File: config.mk
export PLATFORM = sky130hd
export DESIGN_NAME = register_file
export DESIGN_NICKNAME = d
export VERILOG_FILES = /design/src/logic/mips_pkg.sv /design/src/logic/register_file.sv
export SDC_FILE = /design/constraint.sdc
export NUM_CORES = 2
export LEC_CHECK = 0
export BUFFER_PORTS_ARGS = -buffer_cell sky130_fd_sc_hd__buf_4
export CORE_MARGIN = 2
export CORE_UTILIZATION = 55
export CTS_CLUSTER_DIAMETER = 100
export DETAILED_ROUTE_END_ITERATION = 6
export MAX_ROUTING_LAYER = met4
export PLACE_DENSITY_LB_ADDON = 0.05
export SKIP_LAST_GASP = 1
export SYNTH_ARGS = -nofsm -noshare
export SYNTH_HDL_FRONTEND = slang
export SYNTH_SLANG_ARGS = --single-unit
File: constraint.sdc
create_clock -name clock -period 3.7 [get_ports clock]
set_clock_uncertainty 0.05 [all_clocks]
set_input_delay 0.185 -clock clock [delete_from_list [all_inputs] [get_ports clock]]
set_output_delay 0.185 -clock clock [all_outputs]
set_load 0.1 [all_outputs]
File: src/logic/mips_pkg.sv
`default_nettype none

package mips_pkg;

	localparam int WORD_W = 32;
	localparam int REG_IDX_W = 5;
	localparam int NUM_REGS = 32;

	typedef logic [WORD_W-1:0] word_t;
	typedef logic [REG_IDX_W-1:0] reg_idx_t;

	// Primary opcodes, bits 31:26
	typedef enum logic [5:0] {
		OP_RTYPE = 6'h00,
		OP_ADDI  = 6'h08,
		OP_ADDIU = 6'h09,
		OP_SLTI  = 6'h0a,
		OP_SLTIU = 6'h0b,
		OP_ORI   = 6'h0d,
		OP_XORI  = 6'h0e,
		OP_LUI   = 6'h0f,
		OP_LW    = 6'h23,
		OP_SW    = 6'h2b
	} opcode_e;

	// R-type function codes, bits 5:0
	typedef enum logic [5:0] {
		F_SLL  = 6'h00,
		F_SRL  = 6'h02,
		F_SRA  = 6'h03,
		F_SLLV = 6'h04,
		F_SRLV = 6'h06,
		F_SRAV = 6'h07,
		F_ADD  = 6'h20,
		F_ADDU = 6'h21,
		F_SUB  = 6'h22,
		F_SUBU = 6'h23,
		F_AND  = 6'h24,
		F_OR   = 6'h25,
		F_XOR  = 6'h26,
		F_NOR  = 6'h27,
		F_SLT  = 6'h2a,
		F_SLTU = 6'h2b
	} funct_e;

	typedef enum logic [3:0] {
		ALU_ADD, ALU_SUB, ALU_AND, ALU_OR, ALU_XOR, ALU_NOR, ALU_SLT,
		ALU_SLTU, ALU_SLL, ALU_SRL, ALU_SRA, ALU_LUI, ALU_PASS
	} alu_op_e;

	function automatic opcode_e insn_opcode(word_t insn);
		return opcode_e'(insn[31:26]);
	endfunction

	function automatic funct_e insn_funct(word_t insn);
		return funct_e'(insn[5:0]);
	endfunction

	function automatic reg_idx_t insn_rs(word_t insn);
		return insn[25:21];
	endfunction

	function automatic reg_idx_t insn_rt(word_t insn);
		return insn[20:16];
	endfunction

	function automatic reg_idx_t insn_rd(word_t insn);
		return insn[15:11];
	endfunction

	function automatic logic [4:0] insn_shamt(word_t insn);
		return insn[10:6];
	endfunction

	function automatic logic [15:0] insn_imm(word_t insn);
		return insn[15:0];
	endfunction

endpackage

`default_nettype wire

File: src/logic/register_file.sv
`default_nettype none
`timescale 1ns/10ps

module register_file import mips_pkg::*; (
	input  wire       clock,
	input  wire       rst_n,
	input  reg_idx_t  rs_idx,
	input  reg_idx_t  rt_idx,
	output word_t     rs_data,
	output word_t     rt_data,
	input  logic      wb_en,
	input  reg_idx_t  wb_reg,
	input  word_t     wb_data
);

	word_t regs [NUM_REGS];

	always_ff @(posedge clock) begin
		if (!rst_n) begin
			for (int i = 0; i < NUM_REGS; i++)
				regs[i] <= '0;
		end else if (wb_en && wb_reg != '0) begin
			regs[wb_reg] <= wb_data;
		end
	end

	// Write-through so decode sees the result in the writeback cycle
	assign rs_data = (rs_idx == '0) ? '0
		: (wb_en && wb_reg == rs_idx) ? wb_data : regs[rs_idx];
	assign rt_data = (rt_idx == '0) ? '0
		: (wb_en && wb_reg == rt_idx) ? wb_data : regs[rt_idx];

endmodule

`default_nettype wire

* Word-level counts from Yosys, hierarchy flattened
Memory sizes are Yosys's and may differ from the RTL's.
Index checks and enable logic that the tools add are counted.
** Operators by class
- Multiplexer cells :: 11
- Equality and inequality tests :: 2
- Reduce and logical (&&, ||, !) cells :: 7
** Operators by type and width (number)
- $mux W32 :: 5
- $reduce_or A32 Y1 :: 1
- $eq A5 B5 Y1 :: 2
- $logic_not A5 Y1 :: 2
- $mux W1 :: 5
- $mux W5 :: 1
- $reduce_bool A5 Y1 :: 1
- $logic_and A1 B1 Y1 :: 3
** Word-level totals
- Output and inout port bits :: 64
- RAM bits :: 1024
- Logic and storage cells :: 21
- Register bits :: 0
- Memories kept :: 1
- Bits of input ports :: 50
** Memories
- regs :: depth 32, width 32, rd ports 2, clocked after Yosys merged registers in 0, write ports 32, RTL line register_file.sv:16 : word_t regs [NUM_REGS];

* Longest topological paths before layout
- Depth in word-level cells :: 7
- Gate-level depth with buffers :: 10
- Depth with buffers taken out :: 5

* Least setup slack after synthesis
OpenSTA, ideal clock, no wires.
- Path kind :: in2reg
- Start :: input wb_reg[2]
- End :: memory regs[10][0] (netlist bit) (enable)
- Required time :: 3.184 ns
- Buffers on the path :: 2
- Data arrival time :: 3.277 ns
- Setup time :: 0.466 ns
- Setup slack :: -0.092 ns
- Stages :: 4
- Cells stage by stage :: buf_2 -> or3b_2 -> clkbuf_1 -> o21ai_0
** RTL lines
- from (decl) :: RTL line register_file.sv:12 : input reg_idx_t wb_reg,
- to (decl) :: RTL line register_file.sv:16

==> out/results.ini <==
[sta]
fmax_ghz = 0.274
post-route-min-period_ns = 3.64
fin_crit_sh = 0.985
setup-violations-final = 0
slew_violations = 0
worst_slew_pin_slew_ns = 1.34
slew_headroom = 0.105
rsz0062_at_grt = no
tns_ns = 0
fin_hold_ws_ns = 0.0475
final-hold-violation-count = 0

[clocking]
cts_tree = built
max-clock-path-buffers = 3
htreeDepth = 3
clk_pin_slew_worst_paths_ns = 0.06
numCtsBuffers = 109
cts.sinks = 1024
root_buffer = clkbuf_16

[finish]
top_register = regs
stdcell_count = 5195
fin_nets = 3858
top_regs = regs: 1024 flops
syn_to_final_growth_pct = 13.5
mostFrequentLayoutCells = 1024 x edfxtp_1, 993 x and2_1, 388 x mux4_2
drive_gt1_frac = 0.244
mostFrequentLayoutCell = edfxtp_1
largest_reg_flops = 1024

[setup_path]
crit_path_cell_trace = mux4_2 > a22o_1 > a2111oi_0 > a21oi_1 > a22o_1 > buf_4
cp_max_fo = 2
path_depth = 6
critPathMaxStageDelay_ns = 0.84
cp_top_family = compound AO/OA/AOI/OAI gates
worstPathBufferInverterCount = 1
crit_slowest_cell = a2111oi_0
worstSetupEndpoint = rt_data[1]
crit_path_end_kind = output port
crit_path_start = regs[13][1]$_SDFFCE_PN0P_
cp.arrival_ns = 3.41
cp_data_required_time_ns = 3.46
cp_common_cell = a22o_1
crit_type = flip-flop to output port
worstSetupStartpointType = flip-flop

[synthesis]
synthTopCellsByArea = edfxtp_1 56%, mux4_2 16%, and2_1 11%
syn_inst = 3744
synth-edff-count = 1024
yosysUniqueCellTypes = 51
synth_flop_cell = edfxtp_1
synth.avg_cell_area_um2 = 14.6
ys_async_sr_fraction = 0
synth_top_area_frac = 0.562
synth-seq-area-share = 0.562
yosysTopAreaCell = edfxtp_1
synth_seq_cells = 1024
synth_area_um2 = 54700
yosysWarnings = 0

[place]
port_buffers = 113
dp_hpwl_um = 121000
gp_congestion = 0.910
placed_cells = 4955

[pwr]
ir_worst_vdd_v = 0.000375
internal_power_uw = 21300
p_leak_uw = 0.0220
power.density_nw_per_um2 = 473
p_sw_frac = 0.273
p_seq_frac = 0.468
netSwitchingPower_uw = 8030
power_frac_comb = 0.157
clockPowerShare = 0.375

[job]
drv_cap = 0

[global_route]
grt_pass1_wl_um = 271000
grt_max_degree = 85
grt.overflow.total = 0
antenna_found_initial = 18
grtUsageTotal = 0.389
grt_pass1_vias = 36700

[floorplan]
die_area_um2 = 102000
die_y_um = 319
start_util = 0.556
die_x_um = 319
placementRows = 115
core_um2 = 98400
pin_count = 114

[detailed_routing]
dr.pass1.iters = 5
routed_wl_um = 192000
drc = 0
viasPerCell = 7.03
drtAntennaViolNets = 0
drt_first_iter_violations = 4932
num_vias = 36500
routedWlPerCell_um = 36.9

[outcome]
status = complete, no violations

[min_path]
hp-class = primary input to flip-flop

final cells by class:
cell class / instances / area, µm²
antenna: 11 / 27.5
timing repair buffer: 340 / 3340
clock buffer: 136 / 2870
tap: 1287 / 1610
inverter: 3 / 11.3
clock inverter: 64 / 618
multi-input combinational: 2330 / 22800
sequential: 1024 / 30700
fill: 7280 / 36300
per-stage QoR:
| stage | setup slack [ns] | utilization | area, µm² | power [µW] |
|---|---|---|---|---|
| 2_1_floorplan | -0.0922 | - | 54800 | 16800 |
| 3_5_place_dp | 0.116 | 0.592 | 58300 | 18500 |
| 4_1_cts | 0.0624 | 0.630 | 62000 | 29300 |
| 3_3_place_gp | 0.112 | 0.592 | 58300 | 18400 |
| 6_report | 0.0564 | 0.631 | 62100 | 29400 |
| 5_1_grt | 0.0553 | 0.631 | 62100 | 30000 |
cell usage after synthesis (3+ instances only):
| cell | count |
|---|---|
| o31ai_1 | 4 |
| nand2_1 | 36 |
| nand4_1 | 3 |
| a22o_1 | 55 |
| and2_1 | 994 |
| xnor2_1 | 10 |
| buf_6 | 6 |
| nand3_1 | 11 |
| a211oi_1 | 7 |
| o221a_2 | 18 |
| clkbuf_1 | 304 |
| o211ai_1 | 10 |
| edfxtp_1 | 1024 |
| a221o_1 | 13 |
| o221ai_1 | 42 |
| nor2b_1 | 5 |
| a22oi_1 | 133 |
| mux2i_1 | 281 |
| buf_2 | 71 |
| o32ai_1 | 4 |
| mux2_2 | 5 |
| a2111oi_0 | 24 |
| a31oi_1 | 7 |
| nor3_1 | 3 |
| a21oi_1 | 78 |
| o21ai_0 | 40 |
| o22a_1 | 3 |
| o22ai_1 | 41 |
| a221oi_1 | 4 |
| buf_4 | 20 |
| nor2_1 | 43 |
| inv_1 | 3 |
| buf_1 | 17 |
| a32oi_1 | 9 |
| nand3b_1 | 4 |
| mux4_2 | 388 |
| or3b_2 | 3 |
| o2111ai_1 | 3 |
worst min-delay path by stage:
stage | start | end | cells past startpoint
2_1_floorplan | wb_data[31] | regs[1][31]$_SDFFCE_PN0P_ | 1
3_3_place_gp | wb_data[30] | regs[26][30]$_SDFFCE_PN0P_ | 2
3_5_place_dp | wb_data[30] | regs[19][30]$_SDFFCE_PN0P_ | 2
4_1_cts | wb_data[29] | regs[3][29]$_SDFFCE_PN0P_ | 2
5_1_grt | wb_data[29] | regs[3][29]$_SDFFCE_PN0P_ | 2
6_report | wb_data[0] | regs[19][0]$_SDFFCE_PN0P_ | 2
kinds of logic (layout without fill, tap and decap cells):
| family | count (synthesis) | after routing | share of synthesized area |
|---|---|---|---|
| muxes | 674 | 674 | 0.212 |
| buffers and inverters | 421 | 543 | 0.0327 |
| other | 1 | 43 | 0.0000686 |
| xor gates and xnor gates | 10 | 10 | 0.00160 |
| and+or+nand+nor | 1114 | 1114 | 0.124 |
| AOI/OAI and AO/OA | 500 | 500 | 0.0674 |
| DFF | 1024 | 1024 | 0.562 |
metal layers:
metal	global-route usage	wire length (µm)	vias to the layer above
met4	0.209	11800	0
li1	-	-	14600
met3	0.0764	20400	466
met2	0.591	89800	2532
met1	0.499	69800	18900
met5	-	0	-
timing repair:
| action | in CTS | in global routing |
|---|---|---|
| hold buffers | 29 | 0 |
| gates resized for setup | 3 | 0 |
| setup buffers | 0 | 0 |
| hold endpoints to repair | 635 | 0 |
| setup endpoints to repair | 3 | 0 |
power by group through the flow:
| stage | clock network, µW | registers [µW] | logic, µW |
|---|---|---|---|
| after detailed placement | 0 | 14000 | 4520 |
| after global routing | 11500 | 13800 | 4710 |
| final | 11000 | 13700 | 4620 |
| after floorplan | 0 | 13900 | 2910 |
| after CTS | 11000 | 13700 | 4560 |
| after global placement | 0 | 13900 | 4490 |
Note: power is estimated with default switching activity, not from simulation.
