<file path="config.mk">
export PLATFORM = sky130hd
export DESIGN_NAME = decode_stage
export DESIGN_NICKNAME = d
export VERILOG_FILES = /design/src/logic/mips_pkg.sv /design/src/logic/decode_stage.sv
export SDC_FILE = /design/constraint.sdc
export NUM_CORES = 1
export LEC_CHECK = 0
export BUFFER_PORTS_ARGS = -buffer_cell sky130_fd_sc_hd__buf_2
export CAP_MARGIN = 20
export CORE_MARGIN = 10
export CORE_UTILIZATION = 35
export CTS_BUF_LIST = sky130_fd_sc_hd__clkbuf_4 sky130_fd_sc_hd__clkbuf_8
export DETAILED_ROUTE_END_ITERATION = 7
export GPL_TIMING_DRIVEN = 0
export HOLD_SLACK_MARGIN = 0.02
export SYNTH_ARGS = -nofsm -noshare
export SYNTH_HDL_FRONTEND = slang
export SYNTH_SLANG_ARGS = --single-unit
</file>
<file path="constraint.sdc">
create_clock -name clock -period 10.65 [get_ports clock]
set_input_delay 2.13 -clock clock [delete_from_list [all_inputs] [get_ports clock]]
set_output_delay 2.13 -clock clock [all_outputs]
set_load 0.01 [all_outputs]
</file>
<file path="src/logic/mips_pkg.sv">
`default_nettype none

package mips_pkg;

	localparam int WORD_W = 32;
	localparam int REG_IDX_W = 5;
	localparam int NUM_REGS = 32;

	typedef logic [WORD_W-1:0] word_t;
	typedef logic [REG_IDX_W-1:0] reg_idx_t;

	// Primary opcodes, bits 31:26
	typedef enum logic [5:0] {
		OP_RTYPE = 6'h00,
		OP_ADDI  = 6'h08,
		OP_ADDIU = 6'h09,
		OP_SLTI  = 6'h0a,
		OP_SLTIU = 6'h0b,
		OP_ORI   = 6'h0d,
		OP_XORI  = 6'h0e,
		OP_LUI   = 6'h0f,
		OP_LW    = 6'h23,
		OP_SW    = 6'h2b
	} opcode_e;

	// R-type function codes, bits 5:0
	typedef enum logic [5:0] {
		F_SLL  = 6'h00,
		F_SRL  = 6'h02,
		F_SRA  = 6'h03,
		F_SLLV = 6'h04,
		F_SRLV = 6'h06,
		F_SRAV = 6'h07,
		F_ADD  = 6'h20,
		F_ADDU = 6'h21,
		F_SUB  = 6'h22,
		F_SUBU = 6'h23,
		F_AND  = 6'h24,
		F_OR   = 6'h25,
		F_XOR  = 6'h26,
		F_NOR  = 6'h27,
		F_SLT  = 6'h2a,
		F_SLTU = 6'h2b
	} funct_e;

	typedef enum logic [3:0] {
		ALU_ADD, ALU_SUB, ALU_AND, ALU_OR, ALU_XOR, ALU_NOR, ALU_SLT,
		ALU_SLTU, ALU_SLL, ALU_SRL, ALU_SRA, ALU_LUI, ALU_PASS
	} alu_op_e;

	function automatic opcode_e insn_opcode(word_t insn);
		return opcode_e'(insn[31:26]);
	endfunction

	function automatic funct_e insn_funct(word_t insn);
		return funct_e'(insn[5:0]);
	endfunction

	function automatic reg_idx_t insn_rs(word_t insn);
		return insn[25:21];
	endfunction

	function automatic reg_idx_t insn_rt(word_t insn);
		return insn[20:16];
	endfunction

	function automatic reg_idx_t insn_rd(word_t insn);
		return insn[15:11];
	endfunction

	function automatic logic [4:0] insn_shamt(word_t insn);
		return insn[10:6];
	endfunction

	function automatic logic [15:0] insn_imm(word_t insn);
		return insn[15:0];
	endfunction

endpackage

`default_nettype wire

</file>
<file path="src/logic/decode_stage.sv">
`default_nettype none
`timescale 1ns/10ps

module decode_stage import mips_pkg::*; (
	input  wire         clock,
	input  wire         rst_n,
	input  logic        f_valid,
	input  word_t       f_insn,
	input  word_t       f_pc,
	output reg_idx_t    rs_idx,
	output reg_idx_t    rt_idx,
	input  word_t       rs_data,
	input  word_t       rt_data,
	input  logic        wb_en,
	input  reg_idx_t    wb_reg,
	output logic        stall,
	output logic        d_valid,
	output alu_op_e     d_op,
	output reg_idx_t    d_dest,
	output logic        d_writes,
	output logic        d_mem_read,
	output logic        d_mem_write,
	output word_t       d_rs_val,
	output word_t       d_rt_val,
	output word_t       d_imm,
	output logic [4:0]  d_shamt
);

	opcode_e opc;
	funct_e fn;
	alu_op_e op;
	reg_idx_t dest;
	logic writes, mem_read, mem_write;
	logic use_rs, use_rt, use_imm, zero_ext, var_shift;
	logic issue;
	word_t imm_ext;
	logic [NUM_REGS-1:0] pending, live, clr_mask, set_mask;

	assign opc = insn_opcode(f_insn);
	assign fn = insn_funct(f_insn);
	assign rs_idx = insn_rs(f_insn);
	assign rt_idx = insn_rt(f_insn);

	always_comb begin
		op = ALU_PASS;
		dest = insn_rt(f_insn);
		writes = 1'b0;
		mem_read = 1'b0;
		mem_write = 1'b0;
		use_rs = 1'b0;
		use_rt = 1'b0;
		use_imm = 1'b0;
		zero_ext = 1'b0;
		var_shift = 1'b0;
		case (opc)
			OP_RTYPE: begin
				dest = insn_rd(f_insn);
				writes = 1'b1;
				use_rs = 1'b1;
				use_rt = 1'b1;
				case (fn)
					F_ADD, F_ADDU: op = ALU_ADD;
					F_SUB, F_SUBU: op = ALU_SUB;
					F_AND:  op = ALU_AND;
					F_OR:   op = ALU_OR;
					F_XOR:  op = ALU_XOR;
					F_NOR:  op = ALU_NOR;
					F_SLT:  op = ALU_SLT;
					F_SLTU: op = ALU_SLTU;
					F_SLL, F_SLLV: op = ALU_SLL;
					F_SRL, F_SRLV: op = ALU_SRL;
					F_SRA, F_SRAV: op = ALU_SRA;
					default: begin  // Unknown function is a no-op
						writes = 1'b0;
						use_rs = 1'b0;
						use_rt = 1'b0;
					end
				endcase
				// Fixed shifts take shamt and read rt only
				if (fn inside {F_SLL, F_SRL, F_SRA})
					use_rs = 1'b0;
				var_shift = fn inside {F_SLLV, F_SRLV, F_SRAV};
			end
			OP_ADDI, OP_ADDIU, OP_SLTI, OP_SLTIU, OP_ORI, OP_XORI, OP_LUI: begin
				writes = 1'b1;
				use_imm = 1'b1;
				use_rs = (opc != OP_LUI);
				zero_ext = opc inside {OP_ORI, OP_XORI};
				case (opc)
					OP_SLTI:  op = ALU_SLT;
					OP_SLTIU: op = ALU_SLTU;
					OP_ORI:   op = ALU_OR;
					OP_XORI:  op = ALU_XOR;
					OP_LUI:   op = ALU_LUI;
					default:  op = ALU_ADD;
				endcase
			end
			OP_LW, OP_SW: begin  // Address is rs plus offset
				op = ALU_ADD;
				use_rs = 1'b1;
				mem_read = (opc == OP_LW);
				mem_write = (opc == OP_SW);
				writes = mem_read;
				use_rt = mem_write;  // Store data
			end
			default:  ;
		endcase
	end

	assign imm_ext = zero_ext ? {16'h0000, insn_imm(f_insn)}
		: {{16{f_insn[15]}}, insn_imm(f_insn)};

	// Writeback in this cycle is already visible through the register file
	assign clr_mask = wb_en ? (NUM_REGS'(1) << wb_reg) : '0;
	assign live = pending & ~clr_mask;

	// Dest check keeps one writer in flight per register
	assign stall = f_valid && ((use_rs && live[rs_idx]) || (use_rt && live[rt_idx])
		|| (writes && live[dest]));
	assign issue = f_valid && !stall;

	assign set_mask = (issue && writes && dest != '0) ? (NUM_REGS'(1) << dest) : '0;

	always_ff @(posedge clock) begin
		if (!rst_n) begin
			pending <= '0;
			d_valid <= 1'b0;
			d_writes <= 1'b0;
			d_mem_read <= 1'b0;
			d_mem_write <= 1'b0;
		end else begin
			pending <= live | set_mask;
			d_valid <= issue;
			d_writes <= issue & writes;
			d_mem_read <= issue & mem_read;
			d_mem_write <= issue & mem_write;
		end
	end

	always_ff @(posedge clock) begin
		if (issue) begin
			d_op <= op;
			d_dest <= dest;
			d_rs_val <= rs_data;
			d_rt_val <= use_imm ? imm_ext : rt_data;  // Operand b for ALU ops
			d_imm <= imm_ext;
			d_shamt <= var_shift ? rs_data[4:0] : insn_shamt(f_insn);
		end
	end

	a_known_insn: assert property (@(posedge clock) disable iff (!rst_n)
		f_valid |-> !$isunknown({f_insn, f_pc}));

endmodule

`default_nettype wire

</file>
* Word level (Yosys, flattened, before mapping)
Index checks and enable logic that the tools add are counted.
** Word-level totals
- Memory bits (read-only) :: 0
- Memory bits (writable) :: 0
- Input port bits :: 137
- Memories :: 0
- Register bits after elaboration :: 146
- Latch bits :: 0
** Operators by class
- Bitwise operators :: 6
- $mul :: 0
- Muxes and demuxes :: 25
- Shift-type cells :: 2
- Magnitude comparators :: 3
- Reduce and logical (&&, ||, !) cells :: 24
- Eq/ne operators :: 25
- Div/mod/pow operators :: 0
- Add/subtract/negate cells :: 0
** Operator list (count)
- $mux W32 :: 4
- $eq A6 B6 Y1 const B :: 12
- $shl A1 B5 Y32 const A :: 2
- $pmux W4 S11 :: 1
- $eq A6 B4 Y1 const B :: 7
- $and A32 B32 Y32 :: 1
- $not A32 Y32 :: 1
- $or A32 B32 Y32 :: 1
- $pmux W4 S5 :: 1
- $eq A6 B3 Y1 const B :: 3
- $lt A5 B6 Y1 const B :: 3
- $reduce_or A16 Y1 :: 1
- $bmux W1 S5 :: 3
- $eq A6 B2 Y1 const B :: 2
- $logic_not A6 Y1 :: 2
- $pmux W4 S3 :: 1
- $reduce_or A2 Y1 :: 6
- $mux W1 :: 10
- $mux W5 :: 2
- $logic_and A1 B1 Y1 :: 7
- $reduce_or A7 Y1 :: 1
- $ne A6 B4 Y1 const B :: 1
- $pmux W1 S3 :: 2
- $reduce_bool A3 Y1 :: 2
- other kinds (6) :: 9

* Longest topological paths before layout
Gate-level depths: netlist of run 1.
- Word-level depth :: 16
- Mapped depth :: 11

* Least setup slack after synthesis of run 1
No wires, ideal clock.
- Kind :: in2reg
- Start point :: in f_insn[26]
- End point :: reg d_dest[0] (enable)
- Setup slack :: 1.795 ns
- Buffers on the path :: 1
- Setup time :: 0.549 ns
- Data required time :: 10.101 ns
- Data arrival time :: 8.306 ns
- Cell stages on the path :: 9
- Path through :: clkbuf_1 -> nor2_1 -> nand2_1 -> o31ai_1 -> a222oi_1 -> o21a_1 -> a2111oi_4 -> a311oi_1 -> nor2_1
** Between the ends
- Cells in the longest elaborated chain, start to end :: 9
** RTL lines
- start: declaration :: RTL line decode_stage.sv:8 : input word_t f_insn,
- $logic_not A6 Y1, or another cell as far along :: RTL line decode_stage.sv:55 : case (opc)
- $mux W5, or another cell as far along :: RTL line decode_stage.sv:55
- $bmux W1 S5, or another cell as far along :: RTL line decode_stage.sv:119 : || (writes && live[dest]));
- $mux W1 (implied by the code) / $logic_and A1 B1 Y1 (equally long branches) :: RTL line decode_stage.sv:119, decode_stage.sv:118
- $logic_and A1 B1 Y1 / $logic_or A1 B1 Y1 (equally long branches) :: RTL line decode_stage.sv:119, decode_stage.sv:118
- $logic_or A1 B1 Y1 (*) :: RTL line decode_stage.sv:119
- $logic_and A1 B1 Y1 (*) :: RTL line decode_stage.sv:118 : assign stall = f_valid && ((use_rs && live[rs_idx]) || (use_rt && live[rt_idx])
- $logic_not A1 Y1 (*) :: RTL line decode_stage.sv:120 : assign issue = f_valid && !stall;
- $logic_and A1 B1 Y1 (*) :: RTL line decode_stage.sv:120
- net issue :: RTL line decode_stage.sv:35 : logic issue;
- end signal: assignment :: RTL line decode_stage.sv:143 : d_dest <= dest;
- end: declaration :: RTL line decode_stage.sv:19 : output reg_idx_t d_dest,
The timed path passes the listed nets; every way through them passes the cells marked *. The select of a mux whose other input is x is not followed.
A chain may end at the register's enable or synchronous reset.

* Worst setup path in the final report of run 1
- Start point :: in wb_reg[1]
- End point :: out stall
** Between the ends
- Cells in the longest elaborated chain, start to end :: 10
** RTL lines
- start: declaration :: RTL line decode_stage.sv:15 : input reg_idx_t wb_reg,
- $shl A1 B5 Y32 (*) :: RTL line decode_stage.sv:114 : assign clr_mask = wb_en ? (NUM_REGS'(1) << wb_reg) : '0;
- $mux W32 (*) :: RTL line decode_stage.sv:114
- $not A32 Y32 (*) :: RTL line decode_stage.sv:115 : assign live = pending & ~clr_mask;
- $and A32 B32 Y32 (*) :: RTL line decode_stage.sv:115
- $bmux W1 S5 :: RTL line decode_stage.sv:118
- $mux W1 (implied by the code) :: RTL line decode_stage.sv:118
- $logic_and A1 B1 Y1 :: RTL line decode_stage.sv:118
- $logic_or A1 B1 Y1 :: RTL line decode_stage.sv:118
- $logic_or A1 B1 Y1 (*) :: RTL line decode_stage.sv:119
- $logic_and A1 B1 Y1 (*) :: RTL line decode_stage.sv:118
- end: declaration :: RTL line decode_stage.sv:16 : output logic stall,
Mark *: on every way between the ends. The rest lies on a longest branch, timed or not. The select of a mux whose other input is x is not followed.

==> reports/metrics.csv, run 1 <==
stage,metric,value,unit
global_route,first-pass GRT wire length,34.9,mm
logic_synthesis,Mapped Cells,591,
layout,fin area,8270,sq um
setup_path,R2R Path End,d_rs_val[8],
logic_synthesis,"Avg Cell Area, Syn",10.8,sq um
setup_path,"Max FO, Critical Path",10,
layout,P&R area growth vs syn,29.5,%
routing,WL per Instance,21.8,microns
placed_design,IO Port Bufs,222,
cts,Max clock buf depth,2,
global_route,GRT Total Usage,18.6,%
routing,Post-DRT Antenna Nets,0,
logic_synthesis,"area leader, netlist",edfxtp_1,
logic_synthesis,Syn Nets,728,
global_route,GR Overflow Total,0,
die,I/O Pins,262,
setup_path,startpoint types,input port,
cts,Root Buffer Master,clkbuf_8,
routing,drt first pass iters,5,
routing,Vias/cell,5.53,
logic_synthesis,Post-synth EDFFs,95,
routing,via count,5962,
timing,RSZ-0062 raised after global routing,no,
worst_hold_path,WHS Path Cells,2,
logic_synthesis,Post-Synth Adder-Cell Area,0,%
worst_hold_path,Min-Delay Endpoint,pending[7],
die,die width,155,microns
die,core area,18000,sq um
timing,final slew viol count,0,
status,outcome,"complete, no violations",
logic_synthesis,register area share after synthesis,56.0,%
cts,clk_lat worst skew,0.46,ns
worst_hold_path,HP Class,flip-flop to flip-flop,
cts,Post-CTS Repair Setup Buffers,0,
pwr,final total power,1.23,mW
cts,CTS tree,built,
flow_run,number of max-cap violations,0,
pwr,Leak,3.35,nW
global_route,largest net degree at the start of global routing,34,
logic_synthesis,Ys Warns,0,
logic_synthesis,Synth top area share,44.7,%
timing,Slew Limit Headroom,36.5,%
cts,Inserted Clock Buffers,17,
pwr,Power Dens Cells,149,nW/um^2
routing,DRC,0,
cts,H-Tree Depth,4,
timing,setup TNS,0,ns
global_route,antenna violations before repair,3,
timing,clk_skew,0.0130,ns
cts,post-CTS sizing,0,
setup_path,reg2reg start,pending[5],
placed_design,Final HPWL DP,18.4,mm
setup_path,crit path DAT,5.55,ns
timing,Period minus WS final,7.68,ns
worst_hold_path,hold_sp,pending[7],
placed_design,dpl cell area,7870,sq um
logic_synthesis,Post-Synthesis Cell Area,6380,sq um
logic_synthesis,largest family of logic cells by synthesized area,compound AO/OA/AOI/OAI gates,
layout,Layout Nets,972,
global_route,vias in the first global route,5780,
cts,CTS sink count,131,
die,FP Rows,49,
logic_synthesis,Synth area leaders,"edfxtp_1 (45%), dfxtp_1 (11%), nand2_1 (4.2%)",
setup_path,Reg2Reg Depth,10,
logic_synthesis,"Async S/R FF share, synth",0,%
die,Die Span Y,155,microns
logic_synthesis,xor/xnor share of the synthesized area,0.137,%
logic_synthesis,count of cell types in the netlist,65,
timing,slew at the pin with the worst max-slew slack,0.942,ns
pwr,worst vdd ir,0.0883,mV
setup_path,worst reg-to-reg setup slack,6.59,ns
logic_synthesis,"FF+latch count, synth",131,
die,Die Area,24000,sq um
timing,f_max,0.130,GHz
routing,initial drt markers,476,
logic_synthesis,simple-gate share of the synthesized area,13.3,%
logic_synthesis,complex-gate fraction of the synthesized area,21.7,%
setup_path,Crit path required time,8.52,ns
timing,endpoints failing hold,0,
timing,Final period util,72.2,%
cts,Post-CTS Hold Buffers,0,
logic_synthesis,proportion of synthesized area in mux cells,2.96,%
layout,fraction of layout cells with a size suffix above 1,35.4,%
setup_path,CP Capture Type,primary output,
die,Initial Util,35.5,%
setup_path,CP startpoint,wb_reg[1],
routing,total routed wirelength,23.5,mm
setup_path,Setup Crit Path Kind,input port to primary output,
placed_design,Placer Congestion,0.964,
cts,"CTS clk-pin slew, worst paths",0.09,ns
logic_synthesis,Main synth FF type,edfxtp_1,
timing,Final setup viols,0,
## logic make-up (layout without fill, tap and decap cells)
logic type                after synthesis  after routing
AOI/OAI and AO/OA                     197            197
xor gates and xnor gates                1              1
buffers and inverters                  75            332
DFF                                   131            131
muxes                                  17             17
other                                   0              2
and+or+nand+nor                       170            170
## registers in the layout (all words and copies together) (netlist names)
name         cells
d_valid          1
d_op             4
d_mem_read       1
pending         32
d_imm           17
d_writes         1
d_shamt          5
d_rs_val        32
d_dest           5
d_rt_val        32
d_mem_write      1
## cell type report
cell class | instances | area [sq um]
repair buffers | 225 | 1190
multi-input cells | 385 | 2440
flip-flops and latches | 131 | 3570
plain buffers | 57 | 309
inverters | 18 | 67.6
fillers | 1738 | 9690
clock buffers | 17 | 234
diodes | 2 | 5.00
clock inverters | 15 | 165
well taps | 229 | 287
## Yosys cell counts (8+ instances only)
library cell	instances
inv_1	17
nor2_1	18
a21oi_1	19
o32ai_1	8
nand4_1	8
clkbuf_1	30
mux2i_1	11
o211ai_1	10
o22ai_1	37
o21ai_0	41
buf_4	25
dfxtp_1	36
nor3_1	9
a21o_1	19
nand2_1	72
nand3_1	21
edfxtp_1	95
## cell usage in the layout (no fill, tap or decap), types with 4 or more instances in the layout
| cell type | netlist | final |
|---|---|---|
| nor3_1 | 9 | 9 |
| nand2b_1 | 6 | 6 |
| a221o_1 | 6 | 6 |
| o211ai_1 | 10 | 10 |
| nor2b_1 | 5 | 5 |
| a21o_1 | 19 | 19 |
| clkbuf_8 | 0 | 17 |
| a21oi_1 | 19 | 19 |
| o32ai_1 | 8 | 8 |
| inv_8 | 0 | 4 |
| mux2i_1 | 11 | 11 |
| inv_1 | 17 | 17 |
| edfxtp_1 | 95 | 95 |
| a2111oi_0 | 5 | 5 |
| inv_6 | 0 | 5 |
| nor3b_1 | 4 | 4 |
| nand2_1 | 72 | 72 |
| buf_2 | 1 | 223 |
| buf_4 | 25 | 25 |
| o22ai_1 | 37 | 37 |
| dfxtp_1 | 36 | 36 |
| nand3_1 | 21 | 21 |
| o21ai_0 | 41 | 41 |
| nor2_1 | 18 | 17 |
| and2_1 | 4 | 4 |
| o21ai_1 | 6 | 6 |
| o2111ai_1 | 6 | 6 |
| clkbuf_1 | 30 | 30 |
| a211oi_1 | 4 | 4 |
| nand4_1 | 8 | 8 |
| mux2_2 | 5 | 5 |
## how the worst max path moves through the flow
stage,slack (ns),endpoint,cells after the start
3_5_place_dp,3.07,stall,9
6_report,2.97,stall,9
2_1_floorplan,1.79,d_dest[0],9
5_1_grt,2.87,stall,12
3_3_place_gp,-0.84,d_rs_val[10],9
4_1_cts,3.05,stall,9
## metal layers
| layer | track usage (%) | routed length, microns | share of wire, % | up-vias |
|---|---|---|---|---|
| met5 | 0 | 13 | 0.055 | - |
| met4 | 7.83 | 578 | 2.5 | 2 |
| met3 | 6.53 | 2640 | 11 | 51 |
| met2 | 29.5 | 11100 | 47 | 316 |
| met1 | 22.4 | 9170 | 39 | 2806 |
| li1 | - | - | - | 2787 |
## metrics by stage
stage,util (%),std cells,setup WS [ns],hold slack (ns)
4_1_cts,46.0,1077,3.05,0.606
2_1_floorplan,-,591,1.79,0.489
3_5_place_dp,43.8,1045,3.07,0.593
5_1_grt,46.0,1079,2.87,0.677
6_report,46.0,1079,2.97,0.619
3_3_place_gp,43.3,1042,-0.840,0.596
## power breakdown
part           switching (mW)  total, mW  internal, mW  leakage (nW)
combinational           0.120      0.200        0.0794          1.94
clock                   0.235      0.431         0.196         0.202
sequential             0.0109      0.602         0.591          1.21
## worst max-delay path, cell delays in order
cell	delay, ns
buf_2	0.13
nand4bb_1	0.43
o21ai_0	0.85
o22ai_1	0.13
or4_1	0.58
a2111o_1	0.49
a32oi_4	0.41
o32ai_1	0.21
buf_2	0.18
Power figures use the tool's default switching activity.
==> inputs of run 2 (changes only) <==
Clock period 10.65 ns to 7.27 ns, I/O delays scaled along.
==> run 2 against run 1 <==
  * Register-to-register slack got worse by 3.3 ns
  * Worst hold slack got worse by 0.0092 ns
  * Flip-flop and latch count did not move
  * Critical endpoint unchanged
  * Setup slack lost 2.1 ns
  * Wire length is 0.64% higher
  * Clock skew hardly changed
  * Clock-buffer cell count grew 1
  * Non-clock buffer count unchanged
  * Cell count hardly changed
  * Critical path type unchanged
  * Global-route usage fell by 0.11 points
  * Largest cell class unchanged
==> reports/metrics.csv, run 2 (same netlist as run 1, synthesis figures left out) <==
stage,metric,value,unit
setup_path,Critical Path Stages,9,
global_route,grt met3 use,6.04,%
die,Die Area,24000,sq um
timing,slew at the pin with the worst max-slew slack,1.09,ns
cts,Root Buffer Master,clkbuf_8,
routing,DRC,0,
cts,Inserted Clock Buffers,17,
cts,CTS tree,built,
routing,Vias/cell,5.54,
die,core area,18000,sq um
die,die width,155,microns
setup_path,Reg2Reg Depth,10,
setup_path,crit-path most repeated cell,buf_2,
pwr,Comb pwr share,16.4,%
worst_hold_path,HP Class,flip-flop to flip-flop,
timing,Final setup viols,0,
global_route,vias in the first global route,5771,
timing,Final period util,87.6,%
placed_design,IO Port Bufs,222,
layout,"commonest non-fill, non-tap cell in the layout",buf_2,
timing,endpoints failing hold,0,
routing,via count,5969,
setup_path,"Max FO, Critical Path",10,
pwr,Reg power frac,49.3,%
pwr,Power Dens Cells,217,nW/um^2
timing,Period minus WS final,6.37,ns
global_route,met2 Use GR,30.4,%
setup_path,Crit path required time,5.82,ns
setup_path,Setup Crit Path Kind,input port to primary output,
placed_design,Final HPWL DP,18.5,mm
cts,H-Tree Depth,4,
timing,f_max,0.157,GHz
timing,RSZ-0062 raised after global routing,no,
setup_path,CP max stage delay,0.92,ns
layout,Layout Nets,972,
flow_run,number of max-cap violations,0,
global_route,antenna violations before repair,1,
cts,Post-CTS Repair Setup Buffers,0,
worst_hold_path,WHS Path Cells,2,
layout,largest registers,"d_rs_val (32), d_rt_val (32), pending (32)",
routing,total routed wirelength,23.7,mm
timing,Slew Limit Headroom,26.4,%
cts,post-CTS sizing,0,
setup_path,CP Cell Sequence,buf_2 -> nand4bb_1 -> o21ai_0 -> o22ai_1 -> or4_1 -> a2111o_1 -> a32oi_4 -> o32ai_1 -> buf_2,
pwr,worst vdd ir,0.105,mV
placed_design,Placer Congestion,0.940,
layout,most frequent cells in the layout,"buf_2 (223), edfxtp_1 (95), nand2_1 (72)",
global_route,GR Overflow Total,0,
die,Initial Util,35.5,%
timing,clk_skew,0.0135,ns
layout,fraction of layout cells with a size suffix above 1,35.4,%
setup_path,crit path DAT,4.91,ns
layout,P&R area growth vs syn,29.2,%
routing,WL per Instance,22.0,microns
die,FP Rows,49,
setup_path,CP max-delay cell,o21ai_0,
layout,fin cells,1078,
status,outcome,"complete, no violations",
setup_path,CP Capture Type,primary output,
cts,CTS sink count,131,
global_route,GRT Total Usage,18.5,%
die,Die Span Y,155,microns
setup_path,Top delay family on crit path,compound AO/OA/AOI/OAI gates,
global_route,first-pass GRT wire length,34.7,mm
global_route,GR peak layer,met2,
placed_design,dpl cell area,7860,sq um
pwr,Sw Ratio,27.7,%
placed_design,placed cells,1045,
setup_path,Buf/Inv on CP,2,
pwr,NetSw,0.497,mW
global_route,met1 global-route usage,22.1,%
timing,final slew viol count,0,
die,I/O Pins,262,
cts,clk_lat worst skew,0.44,ns
global_route,largest net degree at the start of global routing,30,
layout,fin area,8250,sq um
pwr,Leak,3.34,nW
routing,drt first pass iters,5,
pwr,Internal Power,1.29,mW
cts,Max clock buf depth,2,
routing,initial drt markers,519,
setup_path,startpoint types,input port,
routing,Post-DRT Antenna Nets,0,
cts,Post-CTS Hold Buffers,0,
cts,"CTS clk-pin slew, worst paths",0.07,ns
pwr,clock power share,34.3,%
==> run 2: cell types whose count changed in the layout (fill, tap and decap cells not counted) <==
cell	delta
clkinv_2	+1
clkinv_4	-2
buf_16	-1
clkinvlp_2	+1
clkinvlp_4	+3
clkinv_8	-1
buf_12	+1
diode_2	-1
inv_8	-4
bufinv_16	+1
clkbuf_4	+1
==> run 2: through the flow <==
stage | power (mW) | setup WS (ns) | hold WS [ns] | util (%) | setup TNS [ns]
after global placement | 1.19 | -1.39 | 0.587 | 43.3 | -131.61
after detailed placement | 1.20 | 1.05 | 0.594 | 43.7 | 0
after global routing | 1.86 | 0.881 | 0.622 | 45.9 | 0
after CTS | 1.80 | 1.06 | 0.604 | 45.9 | 0
final | 1.79 | 0.903 | 0.610 | 45.9 | 0
after floorplan | 1.05 | 0.687 | 0.489 | - | 0
==> run 2: final timing paths <==
path | end | slack [ns] | startpoint
setup / recovery | stall | 0.90 | wb_reg[1]
hold / removal | pending[7] | 0.61 | pending[7]
setup reg to reg | d_rs_val[23] | 3.25 | pending[5]
hold reg to reg | pending[7] | 0.61 | pending[7]
==> run 2: cell type report <==
type	instances	area [sq um]
Tap cell	229	287
Fill cell	1777	9710
Clock inverter	14	149
Sequential cell	131	3570
Timing Repair Buffer	225	1180
Inverter	18	67.6
Clock buffer	18	241
Multi-Input combinational cell	385	2440
Antenna cell	1	2.50
Buffer	57	309
==> run 2: routing by layer <==
metal / vias up / part of all wire (%)
li1: 2773 / -
met1: 2807 / 40
met2: 341 / 47
met3: 48 / 11
met4: 0 / 2.6
met5: - / 0
==> run 2: power by group through the flow <==
| stage | Clock (mW) | Sequential [mW] | Combinational (mW) |
|---|---|---|---|
| 3_5_place_dp | 0 | 0.900 | 0.296 |
| 5_1_grt | 0.657 | 0.888 | 0.318 |
| 2_1_floorplan | 0 | 0.935 | 0.111 |
| 3_3_place_gp | 0 | 0.902 | 0.287 |
| 6_report | 0.614 | 0.882 | 0.293 |
| 4_1_cts | 0.623 | 0.883 | 0.296 |
==> run 2: worst reg2reg max path: stages, from the launching register on <==
cell	delay [ns]
dfxtp_1	0.30
o21ai_1	0.33
a2bb2o_1	0.34
or4_1	0.54
a221o_1	0.40
a32oi_4	0.36
nand2_1	0.16
nor2_4	0.59
buf_12	0.27
buf_12	0.23
buf_16	0.19
